## config.mk

```make
export PLATFORM = sky130hd
export DESIGN_NAME = core_top
export DESIGN_NICKNAME = d
export VERILOG_FILES = /design/src/core_pkg.sv /design/src/issue_if.sv /design/src/reg_file.sv /design/src/decode_stage.sv /design/src/execute_stage.sv /design/src/mem_stage.sv /design/src/core_top.sv
export SDC_FILE = /design/constraint.sdc
export NUM_CORES = 2
export LEC_CHECK = 0
export BUFFER_PORTS_ARGS = -buffer_cell sky130_fd_sc_hd__buf_2
export CORE_MARGIN = 1.5
export CORE_UTILIZATION = 55
export CTS_BUF_LIST = sky130_fd_sc_hd__clkbuf_8
export CTS_CLUSTER_DIAMETER = 50
export CTS_CLUSTER_SIZE = 30
export DETAILED_ROUTE_END_ITERATION = 7
export GPL_TIMING_DRIVEN = 1
export PLACE_DENSITY = 0.72
export SYNTH_ARGS = -nofsm -noshare
export SYNTH_HDL_FRONTEND = slang
export SYNTH_SLANG_ARGS = --single-unit
```

## constraint.sdc

```tcl
create_clock -name clock -period 10.4 [get_ports clock]
set_clock_uncertainty 0.05 [all_clocks]
set_input_delay 1.04 -clock clock [delete_from_list [all_inputs] [get_ports clock]]
set_output_delay 1.04 -clock clock [all_outputs]
set_load 0.005 [all_outputs]
```

## src/core_pkg.sv

```systemverilog
`default_nettype none

package core_pkg;

	localparam int xlen = 32;
	localparam int reg_addr_width = 4;
	localparam int dmem_depth = 64;
	localparam int dmem_addr_width = $clog2(dmem_depth);

	localparam logic [6:0] op_lui = 7'b0110111;
	localparam logic [6:0] op_auipc = 7'b0010111;
	localparam logic [6:0] op_load = 7'b0000011;
	localparam logic [6:0] op_store = 7'b0100011;
	localparam logic [6:0] op_imm = 7'b0010011;
	localparam logic [6:0] op_reg = 7'b0110011;

	typedef enum logic [2:0] {
		cls_none,
		cls_lui,
		cls_auipc,
		cls_addi,
		cls_add,
		cls_lw,
		cls_sw
	} op_class_t;

	typedef struct packed {
		logic [6:0] funct7;
		logic [4:0] rs2;
		logic [4:0] rs1;
		logic [2:0] funct3;
		logic [4:0] rd;
		logic [6:0] opcode;
	} inst_r_t;

	typedef struct packed {
		logic [11:0] imm;
		logic [4:0] rs1;
		logic [2:0] funct3;
		logic [4:0] rd;
		logic [6:0] opcode;
	} inst_i_t;

	typedef struct packed {
		logic [6:0] imm_hi;
		logic [4:0] rs2;
		logic [4:0] rs1;
		logic [2:0] funct3;
		logic [4:0] imm_lo;
		logic [6:0] opcode;
	} inst_s_t;

	typedef struct packed {
		logic [19:0] imm;
		logic [4:0] rd;
		logic [6:0] opcode;
	} inst_u_t;

	typedef union packed {
		inst_r_t r;
		inst_i_t i;
		inst_s_t s;
		inst_u_t u;
	} rv_inst_t;

endpackage

`default_nettype wire

```

## src/issue_if.sv

```systemverilog
`timescale 1ns/1ps
`default_nettype none

interface issue_if;

	logic valid;
	logic ready;
	core_pkg::op_class_t op_class;
	logic [core_pkg::xlen-1:0] pc;
	logic [core_pkg::xlen-1:0] src1; // result when used between execute and mem.
	logic [core_pkg::xlen-1:0] src2; // store data between execute and mem.
	logic [core_pkg::xlen-1:0] imm;
	logic [core_pkg::reg_addr_width-1:0] rd;
	logic reg_wen;

	modport decode (
		output valid, op_class, pc, src1, src2, imm, rd, reg_wen,
		input ready
	);

	modport execute (
		input valid, op_class, pc, src1, src2, imm, rd, reg_wen,
		output ready
	);

endinterface

`default_nettype wire

```

## src/reg_file.sv

```systemverilog
`timescale 1ns/1ps
`default_nettype none

module reg_file (
	input logic clock,
	input logic [core_pkg::reg_addr_width-1:0] rs1,
	input logic [core_pkg::reg_addr_width-1:0] rs2,
	output logic [core_pkg::xlen-1:0] data1,
	output logic [core_pkg::xlen-1:0] data2,
	input logic wb_en,
	input logic [core_pkg::reg_addr_width-1:0] wb_rd,
	input logic [core_pkg::xlen-1:0] wb_data
);

	logic [core_pkg::xlen-1:0] regs [2**core_pkg::reg_addr_width];

	always_ff @(posedge clock) begin
		if (wb_en && wb_rd != '0) begin
			regs[wb_rd] <= wb_data;
		end
	end

	// write-first, so a read in the writeback cycle sees the new value.
	always_comb begin
		if (rs1 == '0) begin
			data1 = '0;
		end else if (wb_en && wb_rd == rs1) begin
			data1 = wb_data;
		end else begin
			data1 = regs[rs1];
		end
	end

	always_comb begin
		if (rs2 == '0) begin
			data2 = '0;
		end else if (wb_en && wb_rd == rs2) begin
			data2 = wb_data;
		end else begin
			data2 = regs[rs2];
		end
	end

endmodule

`default_nettype wire

```

## src/decode_stage.sv

```systemverilog
`timescale 1ns/1ps
`default_nettype none

module decode_stage (
	input logic clock,
	input logic reset,
	input logic in_valid,
	output logic in_ready,
	input logic [core_pkg::xlen-1:0] in_pc,
	input logic [core_pkg::xlen-1:0] in_inst,
	output logic [core_pkg::reg_addr_width-1:0] rs1,
	output logic [core_pkg::reg_addr_width-1:0] rs2,
	input logic [core_pkg::xlen-1:0] rf_data1,
	input logic [core_pkg::xlen-1:0] rf_data2,
	input logic [core_pkg::reg_addr_width-1:0] ex_rd,
	input logic ex_wen,
	input logic ex_is_load,
	input logic ex_valid,
	input logic [core_pkg::xlen-1:0] ex_value,
	input logic [core_pkg::reg_addr_width-1:0] mem_rd,
	input logic mem_wen,
	input logic mem_busy_load,
	input logic [core_pkg::xlen-1:0] mem_value,
	issue_if.decode issue
);

	core_pkg::rv_inst_t inst;
	core_pkg::op_class_t op_class;
	logic [core_pkg::xlen-1:0] imm;
	logic [core_pkg::reg_addr_width-1:0] rd;
	logic need_rs1;
	logic need_rs2;
	logic reg_wen;
	logic issue_hit1, issue_hit2;
	logic ex_hit1, ex_hit2;
	logic mem_hit1, mem_hit2;
	logic stall;
	logic accept;
	logic [core_pkg::xlen-1:0] src1;
	logic [core_pkg::xlen-1:0] src2;

	assign inst = in_inst;
	assign rs1 = inst.r.rs1[core_pkg::reg_addr_width-1:0];
	assign rs2 = inst.r.rs2[core_pkg::reg_addr_width-1:0];
	assign rd = inst.r.rd[core_pkg::reg_addr_width-1:0];

	always_comb begin
		op_class = core_pkg::cls_none; // anything unrecognized is a no-op.
		case (inst.r.opcode)
			core_pkg::op_lui: op_class = core_pkg::cls_lui;
			core_pkg::op_auipc: op_class = core_pkg::cls_auipc;
			core_pkg::op_imm: begin
				if (inst.i.funct3 == 3'b000) op_class = core_pkg::cls_addi;
			end
			core_pkg::op_reg: begin
				if (inst.r.funct3 == 3'b000 && inst.r.funct7 == 7'b0) op_class = core_pkg::cls_add;
			end
			core_pkg::op_load: begin
				if (inst.i.funct3 == 3'b010) op_class = core_pkg::cls_lw;
			end
			core_pkg::op_store: begin
				if (inst.s.funct3 == 3'b010) op_class = core_pkg::cls_sw;
			end
			default: op_class = core_pkg::cls_none;
		endcase
	end

	always_comb begin
		case (op_class)
			core_pkg::cls_lui, core_pkg::cls_auipc: imm = {inst.u.imm, 12'b0};
			core_pkg::cls_sw: imm = {{20{inst.s.imm_hi[6]}}, inst.s.imm_hi, inst.s.imm_lo};
			default: imm = {{20{inst.i.imm[11]}}, inst.i.imm};
		endcase
	end

	assign need_rs1 = op_class inside {core_pkg::cls_addi, core_pkg::cls_add,
		core_pkg::cls_lw, core_pkg::cls_sw};
	assign need_rs2 = op_class inside {core_pkg::cls_add, core_pkg::cls_sw};
	// rd of zero clears reg_wen, so x0 never matches a producer below.
	assign reg_wen = (op_class inside {core_pkg::cls_lui, core_pkg::cls_auipc,
		core_pkg::cls_addi, core_pkg::cls_add, core_pkg::cls_lw}) && rd != '0;

	// the entry still in the issue register has no value yet.
	assign issue_hit1 = issue.valid & issue.reg_wen & need_rs1 & (issue.rd == rs1);
	assign issue_hit2 = issue.valid & issue.reg_wen & need_rs2 & (issue.rd == rs2);
	assign ex_hit1 = ex_valid & ex_wen & need_rs1 & (ex_rd == rs1);
	assign ex_hit2 = ex_valid & ex_wen & need_rs2 & (ex_rd == rs2);
	assign mem_hit1 = mem_wen & need_rs1 & (mem_rd == rs1);
	assign mem_hit2 = mem_wen & need_rs2 & (mem_rd == rs2);

	assign stall = issue_hit1 | issue_hit2
		| (ex_is_load & (ex_hit1 | ex_hit2))
		| (mem_busy_load & (mem_hit1 | mem_hit2)); // load-use.

	assign src1 = ex_hit1 ? ex_value : mem_hit1 ? mem_value : rf_data1; // youngest first.
	assign src2 = ex_hit2 ? ex_value : mem_hit2 ? mem_value : rf_data2;

	assign in_ready = (~issue.valid | issue.ready) & ~stall;
	assign accept = in_valid & in_ready;

	always_ff @(posedge clock) begin
		if (reset) begin
			issue.valid <= 1'b0;
		end else if (accept) begin
			issue.valid <= 1'b1;
		end else if (issue.ready) begin
			issue.valid <= 1'b0;
		end
	end

	always_ff @(posedge clock) begin
		if (accept) begin
			issue.op_class <= op_class;
			issue.pc <= in_pc;
			issue.src1 <= src1;
			issue.src2 <= src2;
			issue.imm <= imm;
			issue.rd <= rd;
			issue.reg_wen <= reg_wen;
		end
	end

endmodule

`default_nettype wire

```

## src/execute_stage.sv

```systemverilog
`timescale 1ns/1ps
`default_nettype none

module execute_stage (
	input logic clock,
	input logic reset,
	issue_if.execute issue,
	issue_if.decode result,
	output logic [core_pkg::reg_addr_width-1:0] ex_rd,
	output logic ex_wen,
	output logic ex_is_load,
	output logic ex_valid,
	output logic [core_pkg::xlen-1:0] ex_value
);

	logic [core_pkg::xlen-1:0] alu;
	logic accept;

	always_comb begin
		case (issue.op_class)
			core_pkg::cls_lui: alu = issue.imm;
			core_pkg::cls_auipc: alu = issue.pc + issue.imm;
			core_pkg::cls_addi, core_pkg::cls_lw, core_pkg::cls_sw: alu = issue.src1 + issue.imm;
			core_pkg::cls_add: alu = issue.src1 + issue.src2;
			default: alu = '0;
		endcase
	end

	assign issue.ready = ~result.valid | result.ready; // hold under back-pressure.
	assign accept = issue.valid & issue.ready;

	always_ff @(posedge clock) begin
		if (reset) begin
			result.valid <= 1'b0;
		end else if (accept) begin
			result.valid <= 1'b1;
		end else if (result.ready) begin
			result.valid <= 1'b0;
		end
	end

	always_ff @(posedge clock) begin
		if (accept) begin
			result.op_class <= issue.op_class;
			result.pc <= issue.pc;
			result.src1 <= alu; // ALU result or address.
			result.src2 <= issue.src2; // store data.
			result.imm <= issue.imm;
			result.rd <= issue.rd;
			result.reg_wen <= issue.reg_wen;
		end
	end

	assign ex_valid = result.valid;
	assign ex_rd = result.rd;
	assign ex_wen = result.reg_wen;
	assign ex_is_load = result.op_class == core_pkg::cls_lw;
	assign ex_value = result.src1;

endmodule

`default_nettype wire

```

## src/mem_stage.sv

```systemverilog
`timescale 1ns/1ps
`default_nettype none

module mem_stage (
	input logic clock,
	input logic reset,
	issue_if.execute result,
	output logic [core_pkg::reg_addr_width-1:0] mem_rd,
	output logic mem_wen,
	output logic mem_busy_load,
	output logic [core_pkg::xlen-1:0] mem_value,
	output logic wb_en,
	output logic [core_pkg::reg_addr_width-1:0] wb_rd,
	output logic [core_pkg::xlen-1:0] wb_data
);

	logic [core_pkg::xlen-1:0] dmem [core_pkg::dmem_depth];
	logic [core_pkg::dmem_addr_width-1:0] addr;
	logic [core_pkg::dmem_addr_width-1:0] ld_addr;
	logic [core_pkg::reg_addr_width-1:0] ld_rd;
	logic ld_wen;
	logic busy;
	logic accept;

	assign addr = result.src1[core_pkg::dmem_addr_width+1:2]; // word address.
	assign result.ready = ~busy; // no accept during the first load cycle.
	assign accept = result.valid & result.ready;

	always_ff @(posedge clock) begin
		if (reset) begin
			busy <= 1'b0;
			wb_en <= 1'b0;
		end else begin
			wb_en <= 1'b0;
			if (busy) begin
				busy <= 1'b0;
				wb_en <= ld_wen;
			end else if (accept) begin
				if (result.op_class == core_pkg::cls_lw) begin
					busy <= 1'b1;
				end else begin
					wb_en <= result.reg_wen; // stores and no-ops carry no reg_wen.
				end
			end
		end
	end

	always_ff @(posedge clock) begin
		if (busy) begin
			wb_rd <= ld_rd;
			wb_data <= dmem[ld_addr];
		end else if (accept) begin
			ld_addr <= addr;
			ld_rd <= result.rd;
			ld_wen <= result.reg_wen;
			wb_rd <= result.rd;
			wb_data <= result.src1;
			if (result.op_class == core_pkg::cls_sw) begin
				dmem[addr] <= result.src2;
			end
		end
	end

	// a busy load names its rd but has no value yet.
	assign mem_busy_load = busy;
	assign mem_rd = busy ? ld_rd : wb_rd;
	assign mem_wen = busy ? ld_wen : wb_en;
	assign mem_value = wb_data;

endmodule

`default_nettype wire

```

## src/core_top.sv

```systemverilog
`timescale 1ns/1ps
`default_nettype none

module core_top (
	input logic clock,
	input logic reset,
	input logic in_valid,
	output logic in_ready,
	input logic [31:0] in_pc,
	input logic [31:0] in_inst,
	output logic wb_en,
	output logic [3:0] wb_rd,
	output logic [31:0] wb_data
);

	issue_if issue_bus ();
	issue_if result_bus ();

	logic [3:0] rs1, rs2;
	logic [31:0] rf_data1, rf_data2;
	logic [3:0] ex_rd;
	logic ex_wen, ex_is_load, ex_valid;
	logic [31:0] ex_value;
	logic [3:0] mem_rd;
	logic mem_wen, mem_busy_load;
	logic [31:0] mem_value;

	decode_stage u_decode (
		.clock(clock),
		.reset(reset),
		.in_valid(in_valid),
		.in_ready(in_ready),
		.in_pc(in_pc),
		.in_inst(in_inst),
		.rs1(rs1),
		.rs2(rs2),
		.rf_data1(rf_data1),
		.rf_data2(rf_data2),
		.ex_rd(ex_rd),
		.ex_wen(ex_wen),
		.ex_is_load(ex_is_load),
		.ex_valid(ex_valid),
		.ex_value(ex_value),
		.mem_rd(mem_rd),
		.mem_wen(mem_wen),
		.mem_busy_load(mem_busy_load),
		.mem_value(mem_value),
		.issue(issue_bus.decode)
	);

	execute_stage u_execute (
		.clock(clock),
		.reset(reset),
		.issue(issue_bus.execute),
		.result(result_bus.decode),
		.ex_rd(ex_rd),
		.ex_wen(ex_wen),
		.ex_is_load(ex_is_load),
		.ex_valid(ex_valid),
		.ex_value(ex_value)
	);

	mem_stage u_mem (
		.clock(clock),
		.reset(reset),
		.result(result_bus.execute),
		.mem_rd(mem_rd),
		.mem_wen(mem_wen),
		.mem_busy_load(mem_busy_load),
		.mem_value(mem_value),
		.wb_en(wb_en),
		.wb_rd(wb_rd),
		.wb_data(wb_data)
	);

	reg_file u_reg_file (
		.clock(clock),
		.rs1(rs1),
		.rs2(rs2),
		.data1(rf_data1),
		.data2(rf_data2),
		.wb_en(wb_en),
		.wb_rd(wb_rd),
		.wb_data(wb_data)
	);

endmodule

`default_nettype wire

```

==> results.md <==
- Status: finished clean
- Number of global-route vias before repair: 56,700
- Slowest CP cell: o311ai_0
- Setup TNS: 0 ps
- RSZ-0062 raised after global routing: no
- Mapped cell area: 116,000 um^2
- CTS-repair resized insts: 0
- Fin crit share: 0.581
- Post-synth EDFFs: 2,815
- Met2 routed WL: 142,000 um
- Critical path class: flip-flop to flip-flop
- # DRC: 0
- CTS tree: yes
- Synth async-reset ratio: 0
- Initial Utilization: 0.552
- Synth cell types: 74
- Tmin final: 6040 ps
- Post-synthesis instance total: 5,267
- Maxcap violations: 0
- Final Non-Filler Cells: 8,514
- Top Metal Used: met5
- Buf/Inv on CP: 2
- Largest net degree at the start of global routing: 135
- First-pass GRT wire length: 417,000 um
- Port bufs: 104
- Worst Setup End Kind: flip-flop
- Flops & latches, synth: 2,825
- Area added between synthesis and finish: 9.05%
- PnR worst setup slack: 4360 ps
- Vias per cell: 6.75
- Startpoint Class: flip-flop
- Initial antenna violation count: 31
- Final Slew Violations: 0
- Average routed wire per standard cell: 34.8 um
- Critical path arrival: 6710 ps
- Placed cell count: 8,081
- Row cnt: 168
- Peak fanout along the critical path: 24
- Worst-Margin Slew: 1360 ps
- Die Area: 213,000 um^2
- Top-area cell type share of the netlist area: 0.731
- Met3 WL: 31,200 um
- HPWL after detailed placement: 169,000 um
- Max incr delay on CP: 920 ps
- Final ANT Viol Nets: 0
- Number of post-CTS setup repair buffers: 0
- Final WL: 296,000 um
- CTS Sinks: 2,825
- Hold_sp: in_pc[16]
- Avg Synthesized Cell Area: 22.0 um^2
- CP cell instances: inv_1 -> nor3_2 -> buf_4 -> mux2_2 -> ha_1 -> nand3_1 -> o221ai_1 -> a31oi_1 -> o2111ai_1 -> nand2_1 -> o311ai_0 -> a21bo_2 -> a21oi_1 -> xnor2_1 -> o22ai_1
- Clock-pin slew of the registers on the worst-case setup and hold paths: 110 ps
- Worst Path Required: 11,070 ps
- Register area share after synthesis: 0.733
- Overflow after GRT: 0
- Max reg flops: 2,048
- Register-to-register setup slack: 4360 ps
- Hold buffer count at cts: 0
- Worst reg2reg path depth: 15
- H-tree depth: 4
- Pre-Repair DR Iteration Count: 8
- Pre-CTS setup slack: 4590 ps
- Crit path max-delay family: compound AO/OA/AOI/OAI gates
- Final number of hold-violating endpoints: 0
- PwrDens: 168 nW/um^2
- Min-Delay Path Class: primary input to flip-flop
- Slew headroom: 0.0921
- Top cells by area, synth: edfxtp_1, mux4_2, mux2i_1
- R2R Path End: u_execute.ex_value[31]
- Worst R2R Start: u_decode.issue.op_class[2]
- Worst hold endpoint: u_decode.issue.pc[16]
- Routability cong.: 0.936
- CTS max path bufs: 3
- I/O Pins: 105
- Die height: 462 um
- Die W: 462 um
- Met1 Wirelength: 111,000 um
- Biggest regs: u_mem.dmem x2048, u_reg_file.regs x512
- Commonest non-fill, non-tap cell in the layout: edfxtp_1
- Clk_lat worst skew: 1030 ps
- Post-synth top area cell: edfxtp_1
- Share of layout cells above drive strength 1: 0.320
- DR vias: 57,400
- GRT Overall Usage: 0.279
- Core area: 209,000 um^2
- Maximum VDD drop: 0.000155 V
- Nets: 5,634
- Commonest cells after routing, fill and taps aside: edfxtp_1, mux4_2, clkbuf_8, buf_4, o21ai_0
- Primary FF master, synth: edfxtp_1
- Cts bufs inserted: 225
- WP depth: 15
- WHS Path Cells: 1
- Largest reg by FF count: u_mem.dmem
- Root Buffer: clkbuf_8
- Yosys warnings: 0
- Leak Pwr: 39.4 nW
- Final setup fails: 0
- Fmax: 0.166 GHz
- Initial DRC Count: 8,376
- Final core utilization: 0.602
-- layout make-up --
class	count	area, um^2
diodes	6	15.0
clock buffers	226	3110
clock inverters	201	2290
fillers	14400	83300
inverters	22	82.6
multi-input cells	2153	30400
flip-flops and latches	2825	84800
well taps	2805	3510
repair buffers	276	1940
-- metal layers --
metal	GRT usage	vias up
li1	-	22900
met1	0.393	30700
met2	0.436	3280
met3	0.0624	510
met4	0.102	22
met5	0	-
-- power by group --
group | total [W] | switching [W] | internal [W]
logic | 0.00155 | 0.000917 | 0.000632
registers | 0.0127 | 0.000118 | 0.0126
clock network | 0.00691 | 0.00423 | 0.00268
-- how the worst max path moves through the flow --
stage / from / end
after global routing: u_decode.issue.op_class[2] / u_execute.ex_value[31]
after global placement: u_decode.issue.op_class[2] / u_execute.ex_value[31]
after CTS: u_decode.issue.op_class[2] / u_execute.ex_value[31]
after detailed placement: u_decode.issue.op_class[2] / u_execute.ex_value[31]
after floorplan: u_mem.mem_busy_load / u_execute.ex_rd[0]
final: u_decode.issue.op_class[2] / u_execute.ex_value[31]
-- kinds of logic after synthesis --
group | after synthesis | synth area share
xor gates and xnor gates | 86 | 0.00651
adders and majority gates | 64 | 0.00705
other | 1 | 0.0000324
DFF | 2825 | 0.733
AOI/OAI and AO/OA | 417 | 0.0229
buffers and inverters | 320 | 0.0112
muxes | 1152 | 0.203
and+or+nand+nor | 402 | 0.0161
-- worst register-to-register path: stages (launching register included) --
cell       delay (ps)
edfxtp_1          840
inv_1             410
nor3_2            670
buf_4             470
mux2_2            410
ha_1              380
nand3_1           180
o221ai_1          290
a31oi_1           150
o2111ai_1         200
nand2_1           200
o311ai_0          920
a21bo_2           270
a21oi_1            80
xnor2_1           170
o22ai_1            90
-- through the flow --
step / instance area, um^2 / hold WS [ps] / power (W)
4_1_cts: 126000 / 49.7 / 0.0212
3_5_place_dp: 121000 / 374 / 0.0145
5_1_grt: 126000 / 70.4 / 0.0217
2_1_floorplan: 116000 / 365 / 0.0139
3_3_place_gp: 121000 / 368 / 0.0145
6_report: 126000 / 147 / 0.0211
-- Yosys cell counts (4+ instances only) --
master    count
mux2_2       70
a211oi_1      9
o31ai_1       6
a21o_1       47
o221ai_1      4
a31oi_1      17
edfxtp_1   2815
or3_1         5
nand4_1      10
inv_1        21
o21bai_1      7
nand3b_1     11
buf_2        73
mux2i_1     130
a221o_1       7
nor2b_1      12
nor4_1        6
xnor2_1      51
o211ai_1      5
o21ai_0     138
a221oi_1      5
o22ai_1       5
nor2_1      124
nor3_1       17
and2_1       13
a22oi_1      36
and3_1       10
nand2b_1     11
o21a_1       12
xor2_1       35
nand3_1      31
nand2_1     135
mux4_2      952
ha_1         62
buf_1        52
clkbuf_1    173
a211o_1       4
a21oi_1      82
dfxtp_1      10
No activity file was read; power rests on OpenSTA's default activity.
